**src/pcWatchPkg.sv**
```systemverilog
// Program counter watch types; the table holds five addresses
// Entries 0, 2 and 3 mean pass, entries 1 and 4 mean fail

package pcWatchPkg;

  typedef logic [63:0] pcT;

  // Retired PC from the core, valid for one cycle
  typedef struct packed {
    logic valid;
    pcT   pc;
  } pcSampleT;

  // entry[0] sits in the low 64 bits
  typedef struct packed {
    pcT [4:0] entry;
  } pcTableT;

  typedef logic [15:0] stuckCntT;  // Run length of an unchanged PC

endpackage

```
**src/coreCtrlPkg.sv**
```systemverilog
// Command, decoded control and status response types for one core agent
// Commands are single-cycle strobes; there is no handshake

package coreCtrlPkg;

  typedef logic [1:0] coreIdT;    // Target core number

  // ------------------------------
  // Command opcodes
  // ------------------------------
  typedef enum logic [3:0] {
    cmdNop            = 4'd0,
    cmdForceTile      = 4'd1,
    cmdReleaseTile    = 4'd2,
    cmdForceCore      = 4'd3,
    cmdReleaseCore    = 4'd4,
    cmdEnableMonitor  = 4'd5,
    cmdGetResetStatus = 4'd6,
    cmdGetPassFail    = 4'd7,
    cmdDisableStuck   = 4'd8,
    cmdSingleCore     = 4'd9
  } cmdOpT;

  typedef struct packed {
    logic   valid;
    cmdOpT  op;
    coreIdT target;
  } cmdReqT;

  // One bit per operation, high for a single cycle
  typedef struct packed {
    logic forceTile;
    logic releaseTile;
    logic forceCore;
    logic releaseCore;
    logic enableMonitor;
    logic getResetStatus;
    logic getPassFail;
    logic disableStuck;
    logic singleCore;
  } execCtlT;

  typedef logic [1:0] respDataT;  // {fail, pass} or {0, coreReset}

  typedef struct packed {
    logic     valid;
    respDataT data;
  } respT;

endpackage
```
**src/coreAgent.sv**
```systemverilog
// Per-core control agent: command decode, reset control and PC checking
// Parameters are set here and passed down to the three blocks
`timescale 1ns/1ps

module coreAgent #(
  parameter int MyCoreId   = 0,
  parameter int StuckLimit = 500,  // Must fit in 16 bits
  parameter int SleepDelay = 20
) (
  input  logic                 dvtFlags,
  input  logic                 pcFail,
  input  coreCtrlPkg::cmdReqT  cmd,
  input  pcWatchPkg::pcSampleT pcSample,
  input  pcWatchPkg::pcTableT  passFailTable,
  input  logic                 tableValid,
  output coreCtrlPkg::respT    resp,
  output logic                 tileReset,
  output logic                 coreReset,
  output logic                 monitorEnable,
  output logic                 testPass,
  output logic                 testFail
);

  coreCtrlPkg::execCtlT execCtl;  // One cycle after the command

  flagDecode #(
    .MyCoreId (MyCoreId)
  ) flagDecode_i (
    .dvtFlags (dvtFlags),
    .pcFail   (pcFail),
    .cmd      (cmd),
    .execCtl  (execCtl)
  );

  resetExecute #(
    .SleepDelay (SleepDelay)
  ) resetExecute_i (
    .dvtFlags      (dvtFlags),
    .pcFail        (pcFail),
    .execCtl       (execCtl),
    .testPass      (testPass),
    .testFail      (testFail),
    .tileReset     (tileReset),
    .coreReset     (coreReset),
    .monitorEnable (monitorEnable)
  );

  pcResult #(
    .MyCoreId   (MyCoreId),
    .StuckLimit (StuckLimit)
  ) pcResult_i (
    .dvtFlags      (dvtFlags),
    .pcFail        (pcFail),
    .execCtl       (execCtl),
    .pcSample      (pcSample),
    .passFailTable (passFailTable),
    .tableValid    (tableValid),
    .coreReset     (coreReset),
    .testPass      (testPass),
    .testFail      (testFail),
    .resp          (resp)
  );

endmodule

```
**src/pcResult.sv**
```systemverilog
// Pass/fail detection on retired PCs, stuck checker and status responses
// StuckLimit must be at least 2 and fit in 16 bits; samples are ignored in core reset
`timescale 1ns/1ps

module pcResult #(
  parameter int MyCoreId   = 0,
  parameter int StuckLimit = 500
) (
  input  logic                  dvtFlags,
  input  logic                  pcFail,
  input  coreCtrlPkg::execCtlT  execCtl,
  input  pcWatchPkg::pcSampleT  pcSample,
  input  pcWatchPkg::pcTableT   passFailTable,
  input  logic                  tableValid,
  input  logic                  coreReset,
  output logic                  testPass,
  output logic                  testFail,
  output coreCtrlPkg::respT     resp
);

  pcWatchPkg::pcT       lastPc;
  pcWatchPkg::stuckCntT stuckCnt;
  pcWatchPkg::stuckCntT stuckNext;
  logic                 stuckDisable;
  logic                 singleCore;
  logic                 sampleOk;
  logic                 repeatPc;
  logic                 stuckTrip;
  logic                 hitPass;
  logic                 hitFail;
  logic                 passSet;
  logic                 ruleFail;
  logic                 query;

  assign sampleOk = pcSample.valid && !coreReset;
  // An empty count means no earlier PC to compare against
  assign repeatPc = (stuckCnt != '0) && (pcSample.pc == lastPc);

  assign hitPass = (pcSample.pc == passFailTable.entry[0]) ||
                   (pcSample.pc == passFailTable.entry[2]) ||
                   (pcSample.pc == passFailTable.entry[3]);
  assign hitFail = (pcSample.pc == passFailTable.entry[1]) ||
                   (pcSample.pc == passFailTable.entry[4]);

  // ------------------------------
  // Stuck checker
  // ------------------------------
  always_comb begin
    if (!repeatPc) begin
      stuckNext = pcWatchPkg::stuckCntT'(1);  // New PC starts a fresh run
    end else if (stuckCnt == pcWatchPkg::stuckCntT'(StuckLimit)) begin
      stuckNext = stuckCnt;  // Saturate
    end else begin
      stuckNext = stuckCnt + 1'b1;
    end
  end

  assign stuckTrip = sampleOk && !stuckDisable &&
                     (stuckNext == pcWatchPkg::stuckCntT'(StuckLimit));

  always_ff @(posedge dvtFlags or posedge pcFail) begin
    if (pcFail) begin
      stuckCnt <= '0;
    end else if (sampleOk) begin
      stuckCnt <= stuckNext;
    end
  end

  always_ff @(posedge dvtFlags) begin
    if (sampleOk) begin
      lastPc <= pcSample.pc;
    end
  end

  // ------------------------------
  // Table rules, first match wins
  // ------------------------------
  always_comb begin
    passSet  = 1'b0;
    ruleFail = 1'b0;
    if (sampleOk) begin
      if (!tableValid) begin
        ruleFail = 1'b1;  // Table never loaded
      end else if (hitPass) begin
        passSet = 1'b1;
      end else if (hitFail) begin
        ruleFail = 1'b1;
      end else if (singleCore && (MyCoreId != 0)) begin
        passSet = 1'b1;  // Other cores pass straight away
      end
    end
  end

  // Checker config and sticky verdicts
  always_ff @(posedge dvtFlags or posedge pcFail) begin
    if (pcFail) begin
      stuckDisable <= 1'b0;
      singleCore   <= 1'b0;
      testPass     <= 1'b0;
      testFail     <= 1'b0;
    end else begin
      if (execCtl.disableStuck || execCtl.singleCore) begin
        stuckDisable <= 1'b1;
      end
      if (execCtl.singleCore) begin
        singleCore <= 1'b1;
      end
      testPass <= testPass | passSet;
      testFail <= testFail | ruleFail | stuckTrip;
    end
  end

  // ------------------------------
  // Status responses
  // ------------------------------
  assign query = execCtl.getResetStatus | execCtl.getPassFail;

  always_ff @(posedge dvtFlags or posedge pcFail) begin
    if (pcFail) begin
      resp <= '0;
    end else begin
      resp.valid <= query;
      if (execCtl.getPassFail) begin
        resp.data <= coreCtrlPkg::respDataT'({testFail, testPass});
      end else if (execCtl.getResetStatus) begin
        resp.data <= coreCtrlPkg::respDataT'({1'b0, coreReset});
      end else begin
        resp.data <= '0;
      end
    end
  end

  // Both queries in one cycle would lose the reset-status reply
  assert property (@(posedge dvtFlags) disable iff (pcFail)
    !(execCtl.getResetStatus && execCtl.getPassFail))
    else $error("reset-status and pass/fail queries arrived in the same cycle");

endmodule

```
**src/resetExecute.sv**
```systemverilog
// Holds tile and core reset levels and puts the core to sleep after a verdict
// SleepDelay must be at least 2; the sleep fires once per run
`timescale 1ns/1ps

module resetExecute #(
  parameter int SleepDelay = 20
) (
  input  logic                 dvtFlags,
  input  logic                 pcFail,
  input  coreCtrlPkg::execCtlT execCtl,
  input  logic                 testPass,
  input  logic                 testFail,
  output logic                 tileReset,
  output logic                 coreReset,
  output logic                 monitorEnable
);

  localparam int CntW = $clog2(SleepDelay + 1);

  typedef enum logic [1:0] {
    sleepIdle,
    sleepCount,
    sleepDone
  } sleepStateT;

  sleepStateT      sleepState;
  logic [CntW-1:0] sleepCnt;
  logic            verdict;
  logic            verdictQ;
  logic            verdictRise;
  logic            sleepFire;

  assign verdict     = testPass | testFail;
  assign verdictRise = verdict & ~verdictQ;
  assign sleepFire   = (sleepState == sleepCount) && (sleepCnt == CntW'(SleepDelay - 1));

  // ------------------------------
  // Reset and monitor levels
  // ------------------------------
  always_ff @(posedge dvtFlags or posedge pcFail) begin
    if (pcFail) begin
      tileReset     <= 1'b1;  // Tile stays in reset until released
      coreReset     <= 1'b0;
      monitorEnable <= 1'b0;
    end else begin
      if (execCtl.forceTile) begin
        tileReset <= 1'b1;
      end else if (execCtl.releaseTile) begin
        tileReset <= 1'b0;
      end

      // Sleep wins over a release in the same cycle
      if (execCtl.forceCore || sleepFire) begin
        coreReset <= 1'b1;
      end else if (execCtl.releaseCore) begin
        coreReset <= 1'b0;
      end

      if (execCtl.enableMonitor) begin
        monitorEnable <= 1'b1;
      end
    end
  end

  // ------------------------------
  // Sleep FSM
  // ------------------------------
  always_ff @(posedge dvtFlags or posedge pcFail) begin
    if (pcFail) begin
      sleepState <= sleepIdle;
      sleepCnt   <= '0;
      verdictQ   <= 1'b0;
    end else begin
      verdictQ <= verdict;
      case (sleepState)
        sleepIdle: begin
          // Only a running core is put to sleep
          if (verdictRise && !coreReset) begin
            sleepState <= sleepCount;
            sleepCnt   <= CntW'(1);  // First edge after the verdict
          end
        end
        sleepCount: begin
          sleepCnt <= sleepCnt + 1'b1;
          if (sleepFire) begin
            sleepState <= sleepDone;
          end
        end
        sleepDone: sleepState <= sleepDone;  // A later release does not rearm
        default:   sleepState <= sleepIdle;
      endcase
    end
  end

  // Delay counter stays inside its range across the whole sleep sequence
  assert property (@(posedge dvtFlags) disable iff (pcFail)
    sleepCnt <= CntW'(SleepDelay))
    else $error("sleep counter passed SleepDelay: %0d", sleepCnt);

endmodule

```
**src/flagDecode.sv**
```systemverilog
// Registers each command strobe into one control bit, valid one cycle later
// Tile, core and monitor operations only act when the target is this core
`timescale 1ns/1ps

module flagDecode #(
  parameter int MyCoreId = 0
) (
  input  logic                 dvtFlags,
  input  logic                 pcFail,
  input  coreCtrlPkg::cmdReqT  cmd,
  output coreCtrlPkg::execCtlT execCtl
);

  logic                 forMe;
  coreCtrlPkg::execCtlT ctlNext;

  assign forMe = (cmd.target == coreCtrlPkg::coreIdT'(MyCoreId));

  // ------------------------------
  // Opcode decode
  // ------------------------------
  always_comb begin
    ctlNext = '0;
    if (cmd.valid) begin
      case (cmd.op)
        coreCtrlPkg::cmdForceTile:      ctlNext.forceTile     = forMe;
        coreCtrlPkg::cmdReleaseTile:    ctlNext.releaseTile   = forMe;
        coreCtrlPkg::cmdForceCore:      ctlNext.forceCore     = forMe;
        coreCtrlPkg::cmdReleaseCore:    ctlNext.releaseCore   = forMe;
        coreCtrlPkg::cmdEnableMonitor:  ctlNext.enableMonitor = forMe;
        // Queries and checker settings ignore the target
        coreCtrlPkg::cmdGetResetStatus: ctlNext.getResetStatus = 1'b1;
        coreCtrlPkg::cmdGetPassFail:    ctlNext.getPassFail    = 1'b1;
        coreCtrlPkg::cmdDisableStuck:   ctlNext.disableStuck   = 1'b1;
        coreCtrlPkg::cmdSingleCore:     ctlNext.singleCore     = 1'b1;
        default:                        ctlNext = '0;  // Nop
      endcase
    end
  end

  always_ff @(posedge dvtFlags or posedge pcFail) begin
    if (pcFail) begin
      execCtl <= '0;
    end else begin
      execCtl <= ctlNext;
    end
  end

  // Downstream blocks never see two operations in the same cycle
  assert property (@(posedge dvtFlags) disable iff (pcFail) $onehot0(execCtl))
    else $error("execCtl carries more than one operation: %b", execCtl);

endmodule

```
**config.mk**
```make
export PLATFORM = sky130hd
export DESIGN_NAME = coreAgent
export DESIGN_NICKNAME = d
export VERILOG_FILES = /design/src/pcWatchPkg.sv /design/src/coreCtrlPkg.sv /design/src/coreAgent.sv /design/src/pcResult.sv /design/src/resetExecute.sv /design/src/flagDecode.sv
export SDC_FILE = /design/constraint.sdc
export NUM_CORES = 1
export LEC_CHECK = 0
export BUFFER_PORTS_ARGS = -buffer_cell sky130_fd_sc_hd__buf_2
export CAP_MARGIN = 20
export CORE_AREA = 5 5 154 156
export CTS_BUF_LIST = sky130_fd_sc_hd__clkbuf_16
export CTS_CLUSTER_SIZE = 40
export DETAILED_ROUTE_END_ITERATION = 8
export DIE_AREA = 0 0 159 161
export GPL_ROUTABILITY_DRIVEN = 0
export PLACE_DENSITY_LB_ADDON = 0.05
export SLEW_MARGIN = 30
export SYNTH_ARGS = -nofsm -noshare
export SYNTH_HDL_FRONTEND = slang
export SYNTH_SLANG_ARGS = --single-unit
```
**constraint.sdc**
```tcl
create_clock -name dvtFlags -period 4.8 [get_ports dvtFlags]
set_clock_uncertainty 0.05 [all_clocks]
set_input_delay 0.72 -clock dvtFlags [delete_from_list [all_inputs] [get_ports dvtFlags]]
set_output_delay 0.72 -clock dvtFlags [all_outputs]
set_load 0.005 [all_outputs]
```
==> metrics.md, run 1 <==
| Metric | Value |
|---|---|
| Die width | 159 µm |
| Clock Power Share | 25.8% |
| Die Ht | 161 µm |
| DRT iter0 DRCs | 767 |
| Die area | 25600 µm² |
| Setup Total Neg Slack | 0 ps |
| Pins Over Slew Limit | 0 |
| Pin count of the biggest net entering global routing | 56 |
| First drt pass iteration count | 5 |
| CP Capture Type | flop |
| Ys Warns | 0 |
| Worst Hold Slack | 377 ps |
| Worst Setup EP | pcResult_i.testFail |
| Leakage power | 4.23 nW |
| Main flop type after synthesis | edfxtp_1 |
| Psw | 0.000864 W |
| Worst setup margin | 1890 ps |
| Drt drc | 0 |
| Avg WL per Cell | 26.0 µm |
| Crit path kind | input pin to flop |
| DRT Wirelength | 39600 µm |
| Seq/Total Area, Yosys | 34.0% |
| Most frequent cells in the layout | buf_2 (402), xnor2_1 (371), nand4_1 (101) |
| RSZ-0062 raised after global routing | false |
| GRT Util Overall | 29.9% |
| Vias in the first global route | 8344 |
| NumNets Final | 1630 |
| Hold Vio Cnt, Final | 0 |
| Clk slew on worst S/H paths | 70 ps |
| Clk_lat worst skew | 350 ps |
| Reg2reg setup slack | 2030 ps |
| DP HPWL | 32500 µm |
| Delay-heaviest family, CP | simple AND/OR/NAND/NOR gates |
| CP cell instances | buf_2 -> xnor2_1 -> nand4_1 -> nor4_1 -> nand3_1 -> or2_1 -> or4_1 -> a41oi_2 |
| FF+latch count, synth | 106 |
| Worst Tran Pin Value | 793 ps |
| Worst Hold Class | flop to flop |
| Post-route clock period utilization | 60.6% |
| Crit path from | pcSample[49] |
| Worst Path Buf+Inv | 1 |
| Dpl cells | 1503 |
| Mapped Avg Cell Area | 9.80 µm² |
| Pwr dens | 244 nW/µm² |
| Initial antenna violation count | 3 |
| Top cell type's share of synthesized area | 37.2% |
| Synthesized instance count | 892 |
| Yosys top cell by area | xnor2_1 |
| First-pass GRT wire length | 56300 µm |
| Reg2Reg Launch Point | pcResult_i.stuckCnt[1] |
| DRT antenna net count | 0 |
| Via density | 5.37 |
| Starting Density | 39.3% |
| Peak VDD IR | 0.175 mV |
| Worst relative slew slack | 46.7% |
| Vias | 8168 |
| Post-synth EDFFs | 64 |
| Sequential Power Share | 41.4% |
| Critical Path RT | 5020 ps |
| Final setup fails | 0 |
| Startpoint types | input pin |
| Post-CTS Setup Inserts | 0 |
| Finished Cell Area | 11000 µm² |
| R2R depth | 8 |
| Max_cap viols | 0 |
| Placeable Area | 22200 µm² |
| Fmax | 0.344 GHz |
| Post-CTS Hold Buffers | 0 |
| Worst EP arrival | 3130 ps |
| Post-Syn Area | 8740 µm² |
| CTS Buf Count | 9 |
| Layout fillers | 2211 |
| CTS H-tree lvls | 3 |
| Largest stage delay, worst path | 610 ps |
| Fraction of layout instances using a drive strength above 1 | 35.4% |
| CTS tree | yes |
| Synth unique cells | 55 |
| Cell area after placement | 10700 µm² |
| Post-Syn Nets | 1293 |
| Status | completed |
| Area contributors post-synth | xnor2_1 (37%), edfxtp_1 (22%), dfrtp_1 (12%), nand4_1 (7.2%), buf_2 (2.0%) |
| Max clock buf depth | 2 |
| Gate power share | 32.8% |
| Levels on crit path | 8 |
| CTS resizes | 0 |
| I/O Pins | 403 |
| Crit path time final | 2910 ps |
| Area Growth Syn to Fin | 26.0% |
| Async SR Flop Fraction | 39.6% |
| Worst path slowest cell | or4_1 |
| Non-filler instance count after layout | 1520 |
| Internal | 0.00183 W |
| Cell Rows | 55 |
| IO Port Bufs | 402 |
| FF-to-FF End | pcResult_i.testFail |
| CTS root buffer | clkbuf_16 |
| CP max FO | 11 |
| Gr ovfl total | 0 |
| Switch share | 32.1% |
| Most common cell after layout, fill and taps aside | buf_2 |
| Clk sink count | 106 |
| Setup WS pre-CTS | 1560 ps |
==> synthesized netlist by cell type, drive strengths merged (2+ instances only) <==
master and number:
nor4 33, xnor2 371, nand2 26, or3 4, nand3 19, dfrtp 41
xor2 17, a22o 5, or2 5, mux2 3, buf 49, clkbuf 29
o21a 2, ha 6, edfxtp 64, a21oi 9, o21ai 17, and3 2
a21boi 2, inv 14, mux2i 6, a21o 5, o2bb2ai 2, and4b 2
nand3b 2, o31ai 2, nor2 18, nand4 103, nor3 16, nand2b 3
==> power by group through the flow <==
stage	logic (W)	registers [W]	clock network (W)
after floorplan	0.000527	0.00113	0
after global placement	0.000878	0.00113	0
after detailed placement	0.000882	0.00113	0
after CTS	0.000886	0.00111	0.000709
after global routing	0.000957	0.00112	0.000747
final	0.000882	0.00111	0.000695
==> final cells by class <==
class / instances / area (µm²) / area share, %
clock buffer: 9 / 225 / 2.04
sequential: 106 / 2970 / 27.0
clock inverter: 7 / 45.0 / 0.409
multi-input combinational: 694 / 5330 / 48.4
inverter: 14 / 55.1 / 0.500
antenna: 1 / 2.50 / 0.0227
timing repair buffer: 404 / 2030 / 18.4
tap: 285 / 357 / 3.24
==> logic make-up (layout without fill, tap and decap cells) <==
family                   after synthesis  in the layout  share of synthesized area, %
other                                  0              1                             0
AND/OR/NAND/NOR                      239            239                          16.1
buffers and inverters                 92            434                          5.07
flip-flops                           106            106                          34.0
AO/OA/AOI/OAI                         52             52                          4.03
XOR/XNOR                             388            388                          38.9
multiplexers                           9              9                          1.07
adder cells (fa/ha/maj)                6              6                         0.858
==> worst reg2reg max path, stage by stage, from the launching register on <==
cell and delay (ps):
dfrtp_1 460, ha_1 300, nand4_1 300, nor3_1 490
nand3_1 140, o31ai_1 100, nand4_1 130, or4_1 530
a41oi_2 210
==> through the flow <==
stage	total power, W	utilization [%]
3_3_place_gp	0.00201	48.3
6_report	0.00269	49.6
2_1_floorplan	0.00165	-
5_1_grt	0.00283	49.6
4_1_cts	0.00271	49.6
3_5_place_dp	0.00201	48.3
==> how the worst min path moves through the flow <==
stage / cells after the start / start / slack [ps] / end
2_1_floorplan: 1 / flagDecode_i.execCtl[8] / 360 / resetExecute_i.tileReset
3_3_place_gp: 1 / flagDecode_i.execCtl[8] / 360 / resetExecute_i.tileReset
3_5_place_dp: 1 / flagDecode_i.execCtl[1] / 360 / pcResult_i.stuckDisable
4_1_cts: 1 / flagDecode_i.execCtl[1] / 380 / pcResult_i.stuckDisable
5_1_grt: 1 / flagDecode_i.execCtl[1] / 400 / pcResult_i.stuckDisable
6_report: 1 / flagDecode_i.execCtl[1] / 380 / pcResult_i.stuckDisable
==> per-layer routing <==
layer  track usage (%)  vias up  wire length [µm]
met2              50.9      419             19200
li1                  -     3763                 -
met5                 0        -                36
met3              5.66       47              3180
met4              6.40        4               703
met1              39.7     3935             16400
==> flip-flops by register name, indices dropped and copies added, names as in the netlist <==
signal	count
resetExecute_i.sleepState	2
pcResult_i.lastPc	64
resetExecute_i.verdictQ	1
resetExecute_i.monitorEnable	1
pcResult_i.stuckCnt	16
flagDecode_i.execCtl	9
pcResult_i.stuckDisable	1
resetExecute_i.tileReset	1
pcResult_i.resp	3
pcResult_i.testFail	1
resetExecute_i.coreReset	1
resetExecute_i.sleepCnt	5
pcResult_i.testPass	1
Note: power is estimated with default switching activity, not from simulation.
==> inputs of run 2 (changes only) <==
Clock period 4.8 ns to 2.7 ns, I/O delays scaled along.
==> run 2 against run 1 <==
Net effect: final area is 5.9% higher; setup slack worse by 1700 ps; largest cell class unchanged; non-clock buffer count is 77 higher; register-to-register slack worse by 1800 ps; critical path type is now flop to flop; global-route usage is 0.54 points higher.
==> metrics.md, run 2 (synthesized netlist as in run 1, its figures left out) <==
| Metric | Value |
|---|---|
| Leakage power | 4.64 nW (was 4.23 nW) |
| Post-route clock period utilization | 92.4% |
| Clk slew on worst S/H paths | 80 ps (was 70 ps) |
| Starting Density | 39.3% (unchanged) |
| Register area | 2970 µm² (unchanged) |
| Gr ovfl total | 0 (unchanged) |
| Worst Tran Pin Value | 715 ps (was 793 ps) |
| Internal | 0.00348 W (was 0.00183 W) |
| Pin count of the biggest net entering global routing | 43 (was 56) |
| Worst Hold Class | input pin to async pin (was flop to flop) |
| CTS Buf Count | 9 (unchanged) |
| Post-CTS Hold Buffers | 0 (unchanged) |
| CP max FO | 6 (was 11) |
| Biggest registers after layout | pcResult_i.lastPc (64), pcResult_i.stuckCnt (16), flagDecode_i.execCtl (9) (unchanged) |
| First drt pass iteration count | 5 (unchanged) |
| Fraction of layout instances using a drive strength above 1 | 39.1% (was 35.4%) |
| Vias in the first global route | 8581 (was 8344) |
| CTS H-tree lvls | 3 (unchanged) |
| Crit path kind | flop to flop (was input pin to flop) |
| DRT iter0 DRCs | 673 (was 767) |
| Clk sink count | 106 (unchanged) |
| GRT Util Overall | 30.4% (was 29.9%) |
| Sequential Power Share | 39.0% (was 41.4%) |
| Worst relative slew slack | 51.9% (was 46.7%) |
| Fmax | 0.401 GHz |
| DRT Wirelength | 40500 µm (was 39600 µm) |
| Critical Path RT | 2920 ps (was 5020 ps) |
| DP HPWL | 34300 µm (was 32500 µm) |
| Placeable Area | 22200 µm² (unchanged) |
| Pwr dens | 435 nW/µm² (was 244 nW/µm²) |
| CTS tree | yes (unchanged) |
| Hold Vio Cnt, Final | 0 (unchanged) |
| First-pass GRT wire length | 56900 µm (was 56300 µm) |
| Die Ht | 161 µm (unchanged) |
| Non-filler instance count after layout | 1602 (was 1520) |
| Final core utilization | 52.5% (was 49.6%) |
| Area Growth Syn to Fin | 33.5% (was 26.0%) |
| DRT antenna net count | 0 (unchanged) |
| Worst EP arrival | 2720 ps (was 3130 ps) |
| Most frequent cells in the layout | buf_2 (402), xnor2_1 (371), nand4_1 (101) (unchanged) |
| Startpoint types | flop (was input pin) |
| Peak VDD IR | 0.296 mV (was 0.175 mV) |
| Clk_lat worst skew | 360 ps (was 350 ps) |
| Via density | 5.28 (was 5.37) |
| Cell Rows | 55 (unchanged) |
| Crit path time final | 2500 ps |
| Avg WL per Cell | 25.3 µm (was 26.0 µm) |
| RSZ-0062 raised after global routing | false (unchanged) |
| Psw | 0.00159 W (was 0.000864 W) |
| Drt drc | 0 (unchanged) |
| Layout fillers | 2160 (was 2211) |
| Largest register FFs | 64 (unchanged) |
| Initial antenna violation count | 9 (was 3) |
| Die area | 25600 µm² (unchanged) |
| Max_cap viols | 0 (unchanged) |
| Crit path from | pcResult_i.stuckCnt[0] (was pcSample[49]) |
| Final setup fails | 0 (unchanged) |
| Gate power share | 32.6% (was 32.8%) |
| Max clock buf depth | 2 (unchanged) |
| CP Capture Type | flop (unchanged) |
| Setup Total Neg Slack | 0 ps (unchanged) |
| Design Power | 0.00507 W (was 0.00269 W) |
| Dpl cells | 1580 (was 1503) |
| Die width | 159 µm (unchanged) |
| Reg2Reg Launch Point | pcResult_i.stuckCnt[0] (was pcResult_i.stuckCnt[1]) |
| CTS resizes | 0 (unchanged) |
| CTS root buffer | clkbuf_16 (unchanged) |
| Vias | 8456 (was 8168) |
| Switch share | 31.4% (was 32.1%) |
| Worst setup margin | 205 ps (was 1890 ps) |
| Pins Over Slew Limit | 0 (unchanged) |
| Most common cell after layout, fill and taps aside | buf_2 (unchanged) |
| Setup WS pre-CTS | 121 ps (was 1560 ps) |
| NumNets Final | 1707 (was 1630) |
| Multi-input gate area | 5330 µm² (about the same) |
| IO Port Bufs | 402 (unchanged) |
| I/O Pins | 403 (unchanged) |
| Post-CTS Setup Inserts | 0 (unchanged) |
| Status | completed (unchanged) |
| Clock Power Share | 28.4% (was 25.8%) |
| Biggest register | pcResult_i.lastPc (unchanged) |
## run 2: changes by cell type in the layout (fill, tap and decap cells not counted), sizes merged
cell      change
buf          +77
diode         +5
clkinv        -4
inv           +3
bufinv        +1
clkbuf        +1
clkinvlp      -1
## run 2: final cells by class
class	instances	area share, %
flip-flops and latches	106	25.5
clock buffers	10	2.14
inverters	14	0.450
well taps	285	3.06
clock inverters	6	0.568
repair buffers	481	22.5
multi-input cells	694	45.6
diodes	6	0.129
## run 2: stage by stage
| step | hold WS [ps] | cell area (µm²) |
|---|---|---|
| floorplan | 355 | 8750 |
| global route | 200 | 11700 |
| global placement | 360 | 11300 |
| CTS | 160 | 11700 |
| finish | 151 | 11700 |
| detailed placement | 361 | 11300 |
## run 2: metal layers
layer	track usage [%]	routed length [µm]
met1	39.1	16400
met4	8.49	1030
met3	7.20	3580
met5	0	16
met2	51.4	19500
## run 2: final timing paths
path / slack, ps / cells after the start / to
max in group asynchronous: 2050 / 3 / pcResult_i.stuckCnt[0]
worst min register to register: 380 / 1 / pcResult_i.stuckDisable
worst min-delay path: 150 / 3 / flagDecode_i.execCtl[5]
worst max register to register: 200 / 8 / pcResult_i.testFail
worst max-delay path: 200 / 8 / pcResult_i.testFail
min in group dvtFlags: 200 / 2 / flagDecode_i.execCtl[3]
## run 2: worst max-delay path, cell delays in order, from the launching register on
cell and delay, ps:
dfrtp_1 420, ha_1 290, nand4_1 310, nor3_1 330, nand3_1 100, o31ai_1 80, nand4_1 130, or4_1 500
a41oi_2 200
## run 2: power groups by stage
stage	combinational (W)	sequential, W	clock, W
floorplan	0.000937	0.00200	0
global route	0.00178	0.00200	0.00153
CTS	0.00166	0.00198	0.00146
global placement	0.00164	0.00201	0
detailed placement	0.00165	0.00202	0
finish	0.00165	0.00198	0.00144
